File: src/lbm_settings.svh
`ifndef LBM_SETTINGS_SVH
`define LBM_SETTINGS_SVH

`default_nettype none

// lattice geometry
`define LBM_GRID_W 8
`define LBM_GRID_H 8

// width of one population word
`define LBM_POP_W 16

// D2Q9, rest plus eight moving directions
`define LBM_N_DIR 9

`default_nettype wire

`endif

File: src/lbm_pkg.sv
`include "lbm_settings.svh"

`default_nettype none

package lbm_pkg;

    // row-major cell index, y * width + x
    typedef logic [$clog2(`LBM_GRID_W * `LBM_GRID_H)-1:0] cell_t;

    typedef logic [`LBM_POP_W-1:0] pop_t;
    typedef pop_t [`LBM_N_DIR-1:0] pop_vec_t;

    // nine words summed, four guard bits
    typedef logic [`LBM_POP_W+3:0] rho_t;

    typedef enum logic [3:0] {
        dir_rest, dir_n, dir_ne, dir_e, dir_se, dir_s, dir_sw, dir_w, dir_nw
    } dir_t;

    typedef enum logic [2:0] {
        phase_idle, phase_stream, phase_bounce, phase_clear, phase_dump
    } phase_t;

    //////////////////////////////
    // lattice velocities
    //////////////////////////////

    // north is y - 1, east is x + 1
    localparam int dir_dx [`LBM_N_DIR] = '{0, 0, 1, 1, 1, 0, -1, -1, -1};
    localparam int dir_dy [`LBM_N_DIR] = '{0, -1, -1, 0, 1, 1, 1, 0, -1};

    localparam dir_t dir_opp [`LBM_N_DIR] = '{
        dir_rest, dir_s, dir_sw, dir_w, dir_nw, dir_n, dir_ne, dir_e, dir_se
    };

endpackage

`default_nettype wire

File: src/lattice_ram.sv
`default_nettype none

module lattice_ram
    import lbm_pkg::*;
(
    input  wire logic                    clk,
    input  wire logic [$bits(cell_t):0] rd_addr,
    output pop_t                         rd_data,
    input  wire logic                    wr_en,
    input  wire logic [$bits(cell_t):0] wr_addr,
    input  wire pop_t                    wr_data
);

    localparam int depth = 2 ** ($bits(cell_t) + 1);

    // upper address bit picks the bank, lower bits the cell
    pop_t mem [depth];

    always_ff @(posedge clk)
    begin
        if (wr_en)
        begin
            mem[wr_addr] <= wr_data;
        end
    end

    // registered read, old data on a same-address write
    always_ff @(posedge clk)
    begin
        rd_data <= mem[rd_addr];
    end

endmodule

`default_nettype wire

File: config.mk
export PLATFORM = sky130hd
export DESIGN_NAME = lattice_ram
export DESIGN_NICKNAME = d
export VERILOG_FILES = /design/src/lbm_pkg.sv /design/src/lattice_ram.sv
export VERILOG_INCLUDE_DIRS = /design/src
export SDC_FILE = /design/constraint.sdc
export NUM_CORES = 2
export LEC_CHECK = 0
export BUFFER_PORTS_ARGS = -buffer_cell sky130_fd_sc_hd__buf_4
export CORE_ASPECT_RATIO = 0.5
export CORE_MARGIN = 1.5
export CORE_UTILIZATION = 48
export CTS_CLUSTER_DIAMETER = 30
export DETAILED_ROUTE_END_ITERATION = 8
export HOLD_SLACK_MARGIN = 0.12
export PLACE_DENSITY = 0.62
export SLEW_MARGIN = 5
export SYNTH_ARGS = -nofsm -noshare
export SYNTH_HDL_FRONTEND = slang
export SYNTH_SLANG_ARGS = --single-unit
File: constraint.sdc
create_clock -name clk -period 5.2 [get_ports clk]
set_input_delay 0.26 -clock clk [delete_from_list [all_inputs] [get_ports clk]]
set_output_delay 0.26 -clock clk [all_outputs]
set_load 0.01 [all_outputs]
==> summary.md <==
| Metric | Value |
|---|---|
| Status | finished clean |
| First-pass GRT wire length | ~270000 µm |
| CP max stage delay | 0.59 ns |
| Slew @ Worst Pin | 1.34 ns |
| Initial antenna violation count | 24 |
| Worst R2R Path Depth | 5 |
| Crit path top cell by count | mux4_2 |
| Relative slew slack | 10.5% |
| Port bufs | 47 |
| Critical path class | in -> reg |
| R2r startpoint | mem[21][4] |
| Post-layout util | a little under three fifths |
| First-pass iteration count of the detailed router | 8 |
| Primary FF master, synth | edfxtp_1 |
| Crit-path max FO | 47 |
| Ys Warns | 0 |
| Cell count along the critical path | 7 |
| Starting Density | 48.6% |
| Synth top area share | 78.3% |
| Final worst-path cycle share | approximately three fifths |
| Pin count of the biggest net entering global routing | 87 |
| Delay-heaviest family, CP | multiplexers |
| Maximum vdd drop | 0.000312 V |
| Vias in the first global route | between 30000 and 40000 |
| Pleak | 28.7 nW |
| Final setup TNS | 0 ns |
| Post-route antenna net violation count | 0 |
| Num CTS Buffers | 279 |
| CP endpoint kind | flip-flop |
| Area Overhead vs Synth | 17.0% |
| Slowest library cell on the worst path | mux4_2 |
| Drt via density | 6.19 |
| Sinks on Clock Net | roughly 2100 |
| First-iteration detailed-routing DRC count | between 4000 and 5000 |
| CTS H-tree depth | 5 |
| Sequential fraction of the synthesis area | 78.7% |
| Die X-Extent | 575 µm |
| Tot GR Track Use | about a quarter |
| Number of remaining DRC errors | 0 |
| Unrepaired setup endpoints after global routing | no |
| Hold Crit Class | in -> reg |
| TritonCTS clock tree | built |
| Max-Cap Viols | 0 |
| Core Area | 162000 µm² |
| Setup Skew | roughly 0.042 ns |
| WP buf/inv | 3 |
| Area leader, netlist | edfxtp_1 |
| Io pins | 48 |
| Power Density | between 400 and 500 nW/µm² |
| Synthesized area per cell | 25.4 µm² |
| Synth cell count leaders | edfxtp_1, mux4_2, nor2_1 |
| Setup bufs post-CTS | 0 |
| Site Rows | 104 |
| Hold Violations, Final | 0 |
| WHS | approximately 0.20 ns |
| Die Y | 289 µm |
| Root Buffer | clkbuf_16 |
| Clk_lat worst skew | 0.90 ns |
| Worst path cell trace | buf_8, buf_12, mux4_2, mux4_2, mux4_2, mux2_2, dlygate4sd3_1 |
| Detailed placement HPWL | ~110000 µm |
| Synth Instances | 3086 |
| Setup-failing EPs final | 0 |
| Worst EP required | slightly below 6 ns |
| Max Slew Vio Count | 0 |
| Maximum clock insertion buffer count | 4 |
| Total routed wirelength | 193000 µm |
| FMAX | 320 MHz |
| Final net count | 3487 |
| Count leader, synth | edfxtp_1 |
| Distinct cells, synth | 17 |
| Crit path time final | 3.12 ns |
| Via count | 36000 |
| Worst hold stages | 3 |
| Die ar. | between 150000 and 200000 µm² |
| Worst-path clk slew | approximately 0.060 ns |
| Post-synthesis async set-or-reset flop share | 0% |
| Post-synth EDFFs | 2048 |
| Grt ovf | 0 |
| CP startpoint | rd_addr[0] |
| Share of layout cells above drive strength 1 | 37.2% |
| Startpoint types | input port |
| DR WL/cell | 33.1 µm |
| Post-Syn Nets | 3118 |
| Reg2Reg Setup Slack | 2.19 ns |
| Synth area leaders | edfxtp_1, mux4_2, nor2_1 |
| Synth Cell Area | 78500 µm² |
| GPL Wtd Cong | 0.794 |
| Worst hold start | wr_addr[4] |
| Yosys reg bits | 2064 |
| CP arrival | 3.90 ns |
## state kept, by name, summed over array words and instances, names as in the netlist
signal,cells
rd_data,16
mem,2048
## path summary, 6_finish.rpt
check | to
max reg2reg | rd_data[4]
min | mem[91][4]
min reg2reg | rd_data[10]
max | rd_data[4]
## where the power goes
group | switching [mW] | internal [mW] | total, mW
Clock | 7.05 | 11.4 | 18.5
Sequential | 0.0514 | 18.4 | 18.4
Combinational | 1.04 | 0.706 | 1.75
Total | 8.14 | 30.5 | 38.6
## routing by layer
layer	vias to the layer above	part of all wire, %	GRT usage [%]
li1	14300	-	-
met1	19800	43	35.5
met2	1680	45	34.4
met3	284	10	6.04
met4	10	2.2	6.85
met5	-	0.036	0
## final cells by class
type                    instances  area, µm²
diodes                          5       12.5
clock buffers                 314       7200
clock inverters               161       1750
fillers                     11500      69700
multi-input cells             858      16100
flip-flops and latches       2064      61800
well taps                    2173       2720
repair buffers                252       2250
## stage by stage
step                      total power, mW  cell area [µm²]  setup WS [ns]  instances
after floorplan                      19.7            78500           2.44       3086
after global placement               20.5            82700           1.58       5323
after detailed placement             20.5            82700           1.60       5323
after CTS                            38.9            91900           2.18       5822
after global routing                 39.7            91900           2.03       5824
final                                38.6            91900           2.08       5827
## repair_timing
action	CTS	global route
hold buffers	24	0
endpoints found under the hold margin	1180	0
gates resized for setup	0	0
## tightest hold or removal path: stages
cell and delay [ns]:
buf_4 0.15, nand3_1 0.23, nor2_1 0.22
## cell usage in the layout (no fill, tap or decap), drive strengths merged, types with 14 or more instances in the layout
cell type,count
clkinv,73
mux2,16
nor2,122
bufinv,28
nand2,14
inv,41
dfxtp,16
clkinvlp,19
clkbuf,314
mux4,672
buf,228
dlygate4sd3,24
edfxtp,2048
## cell families (layout without fill, tap and decap cells)
logic type    after synthesis  in the layout  synth area share, %
flops                    2064           2064                 78.7
mux                       688            688                 19.5
simple gates              170            170                0.888
buf+inv                   164            727                0.881
other cells                 0              5                    0
Power figures use the tool's default switching activity.
