--- src/lbm_settings.svh ---
`ifndef LBM_SETTINGS_SVH
`define LBM_SETTINGS_SVH

`default_nettype none

// lattice geometry
`define LBM_GRID_W 8
`define LBM_GRID_H 8

// width of one population word
`define LBM_POP_W 16

// D2Q9, rest plus eight moving directions
`define LBM_N_DIR 9

`default_nettype wire

`endif

--- src/lbm_pkg.sv ---
`include "lbm_settings.svh"

`default_nettype none

package lbm_pkg;

    // row-major cell index, y * width + x
    typedef logic [$clog2(`LBM_GRID_W * `LBM_GRID_H)-1:0] cell_t;

    typedef logic [`LBM_POP_W-1:0] pop_t;
    typedef pop_t [`LBM_N_DIR-1:0] pop_vec_t;

    // nine words summed, four guard bits
    typedef logic [`LBM_POP_W+3:0] rho_t;

    typedef enum logic [3:0] {
        dir_rest, dir_n, dir_ne, dir_e, dir_se, dir_s, dir_sw, dir_w, dir_nw
    } dir_t;

    typedef enum logic [2:0] {
        phase_idle, phase_stream, phase_bounce, phase_clear, phase_dump
    } phase_t;

    //////////////////////////////
    // lattice velocities
    //////////////////////////////

    // north is y - 1, east is x + 1
    localparam int dir_dx [`LBM_N_DIR] = '{0, 0, 1, 1, 1, 0, -1, -1, -1};
    localparam int dir_dy [`LBM_N_DIR] = '{0, -1, -1, 0, 1, 1, 1, 0, -1};

    localparam dir_t dir_opp [`LBM_N_DIR] = '{
        dir_rest, dir_s, dir_sw, dir_w, dir_nw, dir_n, dir_ne, dir_e, dir_se
    };

endpackage

`default_nettype wire

--- src/stream_bounce_engine.sv ---
`include "lbm_settings.svh"

`default_nettype none

module stream_bounce_engine
    import lbm_pkg::*;
(
    input  wire logic                               clk,
    input  wire logic                               rst,
    input  wire logic                               load_valid,
    input  wire cell_t                              load_cell,
    input  wire pop_vec_t                           load_pops,
    input  wire logic                               bank_cur,
    input  wire logic                               stage_valid,
    input  wire phase_t                             stage_phase,
    input  wire cell_t                              stage_cell,
    input  wire logic [`LBM_N_DIR-1:0]              stage_src_ok,
    input  wire logic [`LBM_N_DIR-1:0]              stage_src_barrier,
    input  wire logic                               stage_cell_barrier,
    input  wire pop_vec_t                           rd_data,
    output logic [`LBM_N_DIR-1:0]                   wr_en,
    output logic [`LBM_N_DIR-1:0][$bits(cell_t):0]  wr_addr,
    output pop_vec_t                                wr_data
);

    logic     load_q_valid;
    cell_t    load_q_cell;
    pop_vec_t load_q_pops;
    logic     load_win;

    //////////////////////////////
    // load capture
    //////////////////////////////

    always_ff @(posedge clk or posedge rst)
    begin
        if (rst)
        begin
            load_q_valid <= 1'b0;
        end
        else
        begin
            load_q_valid <= load_valid;
        end
    end

    always_ff @(posedge clk)
    begin
        load_q_cell <= load_cell;
        load_q_pops <= load_pops;
    end

    // loads only land while the sweep is idle
    assign load_win = load_q_valid && (stage_phase == phase_idle);

    //////////////////////////////
    // write port per direction
    //////////////////////////////

    always_comb
    begin
        for (int d = 0; d < `LBM_N_DIR; d++)
        begin
            wr_en[d]   = 1'b0;
            wr_addr[d] = {~bank_cur, stage_cell};
            wr_data[d] = '0;
            if (load_win)
            begin
                // initial state goes to the current bank
                wr_en[d]   = 1'b1;
                wr_addr[d] = {bank_cur, load_q_cell};
                wr_data[d] = load_q_pops[d];
            end
            else if (stage_valid)
            begin
                unique case (stage_phase)
                    phase_stream:
                    begin
                        // nothing flows in across the grid edge
                        wr_en[d]   = 1'b1;
                        wr_data[d] = stage_src_ok[d] ? rd_data[d] : '0;
                    end
                    phase_bounce:
                    begin
                        // fluid cell fed from a wall, take what hit the wall
                        wr_en[d]   = stage_src_ok[d] && stage_src_barrier[d]
                                     && !stage_cell_barrier;
                        wr_data[d] = rd_data[dir_opp[d]];
                    end
                    phase_clear:
                    begin
                        // rest population stays
                        wr_en[d]   = stage_cell_barrier && (d != int'(dir_rest));
                        wr_data[d] = '0;
                    end
                    default:
                    begin
                        wr_en[d] = 1'b0;
                    end
                endcase
            end
        end
    end

endmodule

`default_nettype wire

--- config.mk ---
export PLATFORM = sky130hd
export DESIGN_NAME = stream_bounce_engine
export DESIGN_NICKNAME = d
export VERILOG_FILES = /design/src/lbm_pkg.sv /design/src/stream_bounce_engine.sv
export VERILOG_INCLUDE_DIRS = /design/src
export SDC_FILE = /design/constraint.sdc
export NUM_CORES = 1
export LEC_CHECK = 0
export BUFFER_PORTS_ARGS = -buffer_cell sky130_fd_sc_hd__buf_2
export CORE_AREA = 5 5 210 212
export DETAILED_ROUTE_END_ITERATION = 7
export DIE_AREA = 0 0 215 217
export PLACE_DENSITY = 0.5
export SLEW_MARGIN = 20
export SYNTH_ARGS = -nofsm -noshare
export SYNTH_HDL_FRONTEND = slang
export SYNTH_SLANG_ARGS = --single-unit
--- constraint.sdc ---
create_clock -name clk -period 2.1 [get_ports clk]
set_input_delay 0.21 -clock clk [delete_from_list [all_inputs] [get_ports clk]]
set_output_delay 0.21 -clock clk [all_outputs]
set_load 0.05 [all_outputs]
==> flow_metrics.env <==
export IMPL_status="finished with violations"
export IMPL_violations="negative setup slack"
export IMPL_relSlewSlack_pct=60.3
export IMPL_drive_above_1_share_pct=49.1
export IMPL_rsz0062_at_grt="true"
export IMPL_critPathLaunchType="flip-flop"
export IMPL_grt_pass1_vias=8905
export IMPL_syn_nets=1057
export IMPL_final_cells=1914
export IMPL_endpoint_kind="output port"
export IMPL_drt_first_pass_iters=5
export IMPL_antenna_left=0
export IMPL_vdd_drop_max_mv=0.542
export IMPL_cts_buffer_depth=2
export IMPL_cp_arrival_ps=2080
export IMPL_crit_fanout=12
export IMPL_ys_types=29
export IMPL_dp_hpwl_microns=28700
export IMPL_ys_warn_count=0
export IMPL_cts_tree="built"
export IMPL_pin_count=543
export IMPL_die_area_sq_um=46700
export IMPL_synthTopCellsByArea="dfxtp_1 46%, a32oi_1 15%, o21ai_0 9.4%"
export IMPL_min_period_ps=2290
export IMPL_grt_max_degree=53
export IMPL_synth_largest_area_cell="dfxtp_1"
export IMPL_syn_cell_area_sq_um=6470
export IMPL_synth_seq_area_share_pct=46.8
export IMPL_fin_tns_setup_ps=-19940
export IMPL_synth_commonest_cells="150 x dfxtp_1, 137 x nand2_1, 121 x o21ai_0"
export IMPL_fin_hold_ws_ps=161
export IMPL_total_leakage_power_nw=5.72
export IMPL_die_h_microns=217
export IMPL_core_area_sq_um=41800
export IMPL_synthFlopType="dfxtp_1"
export IMPL_die_x_microns=215
export IMPL_fmax_mhz=436
export IMPL_drt_iter0_markers=416
export IMPL_finalHoldViolations=0
export IMPL_fin_area_sq_um=13200
export IMPL_setup_violations=207
export IMPL_placed_cells=1723
export IMPL_grt_pass1_wl_microns=54700
export IMPL_start_util_pct=15.5
export IMPL_yosysMostFrequentCell="dfxtp_1"
export IMPL_timing_final_ws_setup_ps=-191
export IMPL_nNetsFinal=1691
export IMPL_clock_sinks=151
export IMPL_crit_type="flip-flop to output port"
export IMPL_synth_edf_count=0
export IMPL_clkTransAtPathRegs_ps=60
export IMPL_post_place_ws_ps=-115
export IMPL_numCtsBuffers=17
export IMPL_post_route_period_util_pct=109
export IMPL_ys_ff_latch=151
export IMPL_drv_cap=0
export IMPL_row_count=75
export IMPL_port_buffers=542
export IMPL_tightestPinTransition_ps=595
export IMPL_power_mw=8.33
export IMPL_grt_use_total_pct=15.5
export IMPL_vias=8498
export IMPL_antenna_found_initial=3
export IMPL_powerDensity_nw_per_um2=630
export IMPL_syn_avg_cell_area_sq_um=8.87
export IMPL_placed_area_sq_um=10000
export IMPL_post_route_util_pct=31.7
export IMPL_synthCells=730
export IMPL_grt_ovfl_total=0
export IMPL_root_buffer="clkbuf_16"
export IMPL_routedWlPerCell_microns=20.4
export IMPL_drt_wl_total_microns=39000
export IMPL_nFillCells=4286
export IMPL_place_congestion=0.831
export IMPL_cts_htree_levels=4
export IMPL_syn_to_final_growth_pct=104
export IMPL_synth_top_area_share_pct=46.4
export IMPL_async_reset_ff_share_pct=0.662
export IMPL_route_detailed_drc=0
export IMPL_hp_class="primary input to async pin"
export IMPL_drv_slew=0
export IMPL_cp_required_ps=1890
export IMPL_vias_per_cell=4.44
-- cell usage in the layout, fill, tap and decap left out, types with 4 or more instances in the layout --
cell	count
buf_2	348
dlygate4sd3_1	152
dfxtp_1	150
nand2_1	136
a32oi_1	112
buf_4	104
buf_6	101
o21ai_1	87
buf_12	37
o21ai_2	27
clkbuf_16	19
a22oi_1	16
a22o_1	14
o21ai_0	8
o22ai_1	8
o21ai_4	6
mux2_4	6
nor2b_1	5
clkinv_2	4
clkbuf_8	4
-- worst paths after layout --
| kind | startpoint | end | slack [ps] | cells past startpoint |
|---|---|---|---|---|
| setup / recovery | load_q_valid$_DFF_PP0_ | wr_addr[18] | -190 | 5 |
| hold / removal | rst | load_q_valid$_DFF_PP0_ | 160 | 3 |
| max in group asynchronous | rst | load_q_valid$_DFF_PP0_ | 1840 | 3 |
| min in group clk | load_pops[77] | load_q_pops[77]$_DFF_P_ | 370 | 2 |
-- per-layer routing --
layer  track usage (%)  vias to the layer above  wire length, microns
li1                  -                     3921                     -
met1              16.7                     4012                 14600
met2              28.0                      485                 19800
met3              5.02                       76                  3010
met4              6.74                        4                  1520
met5                 0                        -                    21
-- what timing repair did --
| item | CTS | global route |
|---|---|---|
| hold buffers | 152 | 0 |
| cloned | 1 | 3 |
| resized for setup | 140 | 252 |
| pin swaps | 0 | 2 |
| endpoints found under the hold margin | 152 | 0 |
| endpoints found under the setup margin | 208 | 213 |
| setup buffers | 3 | 2 |
-- where the power goes --
part,leakage [nW],internal (mW),switching [mW]
Clock,0.258,1.60,1.28
Sequential,1.28,3.02,0.0477
Combinational,4.19,0.958,1.43
-- kinds of logic (layout without fill, tap and decap cells) --
kind of cell | after synthesis | in the layout | share of synthesized area (%)
DFF | 151 | 151 | 46.8
AOI/OAI and AO/OA | 284 | 284 | 30.3
and+or+nand+nor | 154 | 154 | 9.93
xor gates and xnor gates | 1 | 1 | 0.135
buffers and inverters | 133 | 777 | 11.7
muxes | 7 | 7 | 1.20
other | 0 | 1 | 0
-- sequential cells by signal, indices dropped and copies added (netlist names) --
name and cells:
load_q_valid 1, load_q_cell 6, load_q_pops 144
-- final cells by class --
type	instances	area, sq um	share of cell area, %
diodes	1	2.50	0.0189
flip-flops and latches	151	3030	22.9
clock buffers	21	480	3.63
repair buffers	747	6040	45.7
multi-input cells	446	2950	22.3
well taps	539	674	5.10
clock inverters	8	51.3	0.388
inverters	1	3.75	0.0284
-- critical path, stage by stage, from the launching register on --
cell and delay [ps]:
dfrtp_1 380, nor4b_4 230, buf_4 170, buf_12 180
mux2_4 380, buf_2 230
No activity file was read; power rests on OpenSTA's default activity.
