<file path="config.mk">
export PLATFORM = sky130hd
export DESIGN_NAME = moment_result
export DESIGN_NICKNAME = d
export VERILOG_FILES = /design/src/lbm_pkg.sv /design/src/moment_result.sv
export VERILOG_INCLUDE_DIRS = /design/src
export SDC_FILE = /design/constraint.sdc
export NUM_CORES = 1
export LEC_CHECK = 0
export ABC_AREA = 0
export BUFFER_PORTS_ARGS = -buffer_cell sky130_fd_sc_hd__clkbuf_2
export CAP_MARGIN = 20
export CORE_ASPECT_RATIO = 1.25
export CORE_MARGIN = 8
export CORE_UTILIZATION = 47
export DETAILED_ROUTE_END_ITERATION = 8
export MAX_ROUTING_LAYER = met4
export PLACE_DENSITY = 0.8
export SYNTH_ARGS = -nofsm -noshare
export SYNTH_HDL_FRONTEND = slang
export SYNTH_SLANG_ARGS = --single-unit
</file>
<file path="constraint.sdc">
create_clock -name clk -period 0.9 [get_ports clk]
set_clock_uncertainty 0.2 [all_clocks]
set_input_delay 0.045 -clock clk [delete_from_list [all_inputs] [get_ports clk]]
set_output_delay 0.045 -clock clk [all_outputs]
set_load 0.005 [all_outputs]
</file>
<file path="src/lbm_settings.svh">
`ifndef LBM_SETTINGS_SVH
`define LBM_SETTINGS_SVH

`default_nettype none

// lattice geometry
`define LBM_GRID_W 8
`define LBM_GRID_H 8

// width of one population word
`define LBM_POP_W 16

// D2Q9, rest plus eight moving directions
`define LBM_N_DIR 9

`default_nettype wire

`endif

</file>
<file path="src/lbm_pkg.sv">
`include "lbm_settings.svh"

`default_nettype none

package lbm_pkg;

    // row-major cell index, y * width + x
    typedef logic [$clog2(`LBM_GRID_W * `LBM_GRID_H)-1:0] cell_t;

    typedef logic [`LBM_POP_W-1:0] pop_t;
    typedef pop_t [`LBM_N_DIR-1:0] pop_vec_t;

    // nine words summed, four guard bits
    typedef logic [`LBM_POP_W+3:0] rho_t;

    typedef enum logic [3:0] {
        dir_rest, dir_n, dir_ne, dir_e, dir_se, dir_s, dir_sw, dir_w, dir_nw
    } dir_t;

    typedef enum logic [2:0] {
        phase_idle, phase_stream, phase_bounce, phase_clear, phase_dump
    } phase_t;

    //////////////////////////////
    // lattice velocities
    //////////////////////////////

    // north is y - 1, east is x + 1
    localparam int dir_dx [`LBM_N_DIR] = '{0, 0, 1, 1, 1, 0, -1, -1, -1};
    localparam int dir_dy [`LBM_N_DIR] = '{0, -1, -1, 0, 1, 1, 1, 0, -1};

    localparam dir_t dir_opp [`LBM_N_DIR] = '{
        dir_rest, dir_s, dir_sw, dir_w, dir_nw, dir_n, dir_ne, dir_e, dir_se
    };

endpackage

`default_nettype wire

</file>
<file path="src/moment_result.sv">
`include "lbm_settings.svh"

`default_nettype none

module moment_result
    import lbm_pkg::*;
(
    input  wire logic     clk,
    input  wire logic     rst,
    input  wire logic     stage_valid,
    input  wire phase_t   stage_phase,
    input  wire cell_t    stage_cell,
    input  wire pop_vec_t rd_data,
    output logic          dump_valid,
    output cell_t         dump_cell,
    output pop_vec_t      dump_pops,
    output rho_t          dump_rho,
    output logic          step_done
);

    localparam cell_t last_cell = cell_t'(`LBM_GRID_W * `LBM_GRID_H - 1);

    rho_t rho_sum;

    // zeroth moment
    always_comb
    begin
        rho_sum = '0;
        for (int d = 0; d < `LBM_N_DIR; d++)
        begin
            rho_sum = rho_sum + rho_t'(rd_data[d]);
        end
    end

    always_ff @(posedge clk or posedge rst)
    begin
        if (rst)
        begin
            dump_valid <= 1'b0;
            step_done  <= 1'b0;
        end
        else
        begin
            dump_valid <= stage_valid && (stage_phase == phase_dump);
            // one cycle behind the final beat
            step_done  <= dump_valid && (dump_cell == last_cell);
        end
    end

    always_ff @(posedge clk)
    begin
        dump_cell <= stage_cell;
        dump_pops <= rd_data;
        dump_rho  <= rho_sum;
    end

endmodule

`default_nettype wire

</file>
==> out/metrics.csv <==
stage,metric,value,unit
grt,first_global_vias,7641,
synth,async_flop_share,1.163,%
floorplanning,coreArea,15010,um^2
floorplanning,pin_count,328,
critical_path,r2r_cells,3,
placed_design,dpl.cell_count,1138,
critical_path,end_kind,flip-flop,
grt,overflow,0,
timing,timing.slew.headroom,78.34,%
min_path,holdPathEnd,dump_pops[128]$_DFF_P_,
clock_tree,clk_pin_slew,0.07,ns
synth,synth-seq-cells,172,
clock_tree,clock-sinks,172,
route,wl_per_cell,24.85,um
placed_design,dpl.hpwl,17030,um
floorplanning,die_h,154.7,um
timing,hold_viol,4,
floorplanning,rows,50,
critical_path,cp_common_cell,fa_1,
layout,area_growth,79.89,%
synth,synthesis.area,7231,um^2
route,firstDrtPassIters,5,
route,vias,6838,
flow_run,cap_violations,0,
clock_tree,clock_path_buffers,2,
timing,holdWs,-0.4442,ns
floorplanning,initial_core_util,48.16,%
timing,fmax,265.7,MHz
timing,period_share,418.2,%
placed_design,dpl_cell_area,9617,um^2
timing,setup_ws,-2.864,ns
outcome,violations,"hold timing, setup timing",
route,viasPerCell,5.107,
layout,drive_gt1_share,54.99,%
layout,design_area,13010,um^2
critical_path,path_class,input pin to flip-flop,
grt,grt_pass1_wl,41810,um
critical_path,max_stage_delay,0.57,ns
power,power.share.combinational,67.9,%
floorplanning,die_w,126.9,um
min_path,min-delay-start,rd_data[128],
critical_path,worst_ep_required_time,1.01,ns
route,drtIter0Drc,539,
power,intPower,32.08,mW
power,vdd_ir_drop_max,0.003661,V
min_path,holdPathStages,1,
route,totalWireLength,33270,um
placed_design,port_buffers,327,
clock_tree,cts_made_buffers,17,
clock_tree,cts_tree,built,
synth,syn_avg_cell_area,12.58,um^2
clock_tree,clk_latency,0.43,ns
synth,synth.distinct_cells,46,
power,power,54.12,mW
layout,n_fill_cell,599,
power,p_sw_share,40.72,%
grt,grt_antenna_before_repair,3,
synth,synth_ff_type,dfxtp_1,
critical_path,r2r_start,dump_cell[5]$_DFF_P_,
route,drtAntennaViolNets,0,
timing,tightest_slew,0.3249,ns
placed_design,routabilityCongestion,0.8535,
floorplanning,die_area,19630,um^2
synth,syn-num-nets,862,
clock_tree,cts.hold.buffers_added,153,
critical_path,reg2reg_slack,0.02,ns
grt,grt_max_degree,18,
route,drc,0,
power,seqPwrFrac,17.1,%
timing,setup_viol,192,
critical_path,reg2reg_to,step_done$_DFF_PP0_,
timing,period_needed,3.764,ns
outcome,status,"complete, but fails checks",
critical_path,startpoint_type,input pin,
grt,grt_use_total,29.12,%
clock_tree,h-tree-depth,4,
synth,syn_inst,575,
synth,synth.yosys.warnings,0,
power,power.share.clock,14.9,%
min_path,worstHoldPathType,input pin to flip-flop,
power,leakage,6.365,nW
timing,slew_viol_final,0,
timing,rsz0062_at_grt,true,
synth,yosysSeqAreaShare,47.76,%
critical_path,cp.arrival,3.88,ns
layout,finalNonFillerCells,1339,
clock_tree,clockRootBuffer,clkbuf_16,
power,p_sw,22.04,mW
critical_path,cp_max_fo,3,
critical_path,slowest_stage,fa_1,
power,power_density,4161,nW/um^2
layout,nNetsFinal,1427,
synth,synth_edf_count,0,
critical_path,crit_path_cell_trace,clkbuf_2 > fa_1 > fa_1 > fa_1 > inv_2 > fa_1 > inv_2 > ha_4 > inv_2 > fa_2 > nand2b_4 > a21o_1 > a211oi_2 > a21oi_1 > xnor2_1,
## layout make-up
type | instances | area [um^2] | share of cell area, %
timing repair buffer | 550 | 4377 | 33.65
sequential | 172 | 3600 | 27.67
multi-input combinational | 244 | 3562 | 27.39
inverter | 155 | 601.8 | 4.627
clock buffer | 18 | 429.2 | 3.299
tap | 182 | 227.7 | 1.751
clock inverter | 14 | 200.2 | 1.539
antenna | 4 | 10.01 | 0.07695
## Yosys cell counts, drive strengths merged, types with 3 or more instances
master  number  area (um^2)
dfxtp      170         3403
inv        155        581.8
fa         110         2202
ha          21        262.8
a21oi       16        106.4
nand2       16        60.06
nor2        12        47.55
o21ai       12        60.06
xnor2        9        78.83
nand3        8        45.04
a21o         4        30.03
buf          4        26.27
nor2b        4        25.02
nand4        3        18.77
## routing by layer
layer / GRT usage, % / up-vias / wire length (um)
met5: - / - / 0
met4: 13.34 / 0 / 1887
met3: 7.946 / 145 / 2674
met2: 54.37 / 464 / 18020
met1: 26.91 / 3379 / 10690
li1: - / 2850 / -
## timing repair
item                                    4_1_cts  5_1_grt
endpoints found under the setup margin      192      194
pin swaps                                    35       42
endpoints found under the hold margin       154        4
buffers inserted                             10        4
gates resized for setup                      85      344
## registers in the layout, summed over array words and instances, names as in the netlist
signal	count
dump_cell	6
dump_pops	144
dump_rho	20
dump_valid	1
step_done	1
## cells in the final DEF, fill, tap and decap left out, drive strengths merged, types with 3 or more instances in the layout
cell type	synthesis	final
dlygate4sd3	0	153
o21ai	12	12
xnor2	9	9
a21o	4	4
buf	4	217
nand3	8	8
nand2	16	16
fa	110	110
clkbuf	0	198
dfxtp	170	170
bufinv	0	3
nor2b	4	4
diode	0	4
a21oi	16	16
nand4	3	3
inv	155	163
ha	21	21
nor2	12	12
## power by group through the flow
stage / combinational, mW / clock [mW] / sequential (mW)
5_1_grt: 39.3 / 8.41 / 9.32
4_1_cts: 31.0 / 7.95 / 9.05
3_3_place_gp: 26.0 / 0 / 9.14
2_1_floorplan: 16.3 / 0 / 9.23
6_report: 36.8 / 8.08 / 9.27
3_5_place_dp: 26.7 / 0 / 9.17
## worst max path at each step
stage	from	to	cells past startpoint
2_1_floorplan	rd_data[34]	dump_rho[16]$_DFF_P_	16
3_3_place_gp	rd_data[34]	dump_rho[18]$_DFF_P_	17
3_5_place_dp	rd_data[34]	dump_rho[16]$_DFF_P_	17
4_1_cts	rd_data[2]	dump_rho[18]$_DFF_P_	17
5_1_grt	rd_data[98]	dump_rho[18]$_DFF_P_	15
6_report	rd_data[98]	dump_rho[18]$_DFF_P_	15
## cell families (layout without fill, tap and decap cells)
| kind of cell | after synthesis | count (layout) | share of synthesized area, % |
|---|---|---|---|
| flip-flops | 172 | 172 | 47.76 |
| buffers and inverters | 159 | 737 | 8.410 |
| adder cells (fa/ha/maj) | 131 | 131 | 34.09 |
| other | 0 | 4 | 0 |
| AND/OR/NAND/NOR | 54 | 54 | 3.755 |
| XOR/XNOR | 10 | 10 | 1.211 |
| AO/OA/AOI/OAI | 48 | 48 | 4.638 |
| multiplexers | 1 | 1 | 0.1384 |
## critical path, delay by kind of cell
family,cells,cell delay (ns)
adder cells (fa/ha/maj),6,2.62
AO/OA/AOI/OAI,3,0.60
buffers and inverters,4,0.32
AND/OR/NAND/NOR,1,0.16
XOR/XNOR,1,0.14
## stage by stage
stage / setup slack, ns / TNS, ns / util [%]
after floorplan: -2.883 / -47.68 / -
after global placement: -3.158 / -53.60 / 64.05
after detailed placement: -3.246 / -54.51 / 64.05
after CTS: -2.624 / -80.51 / 80.80
after global routing: -2.927 / -88.17 / 86.63
final: -2.864 / -83.57 / 86.63
Power figures use the tool's default switching activity.
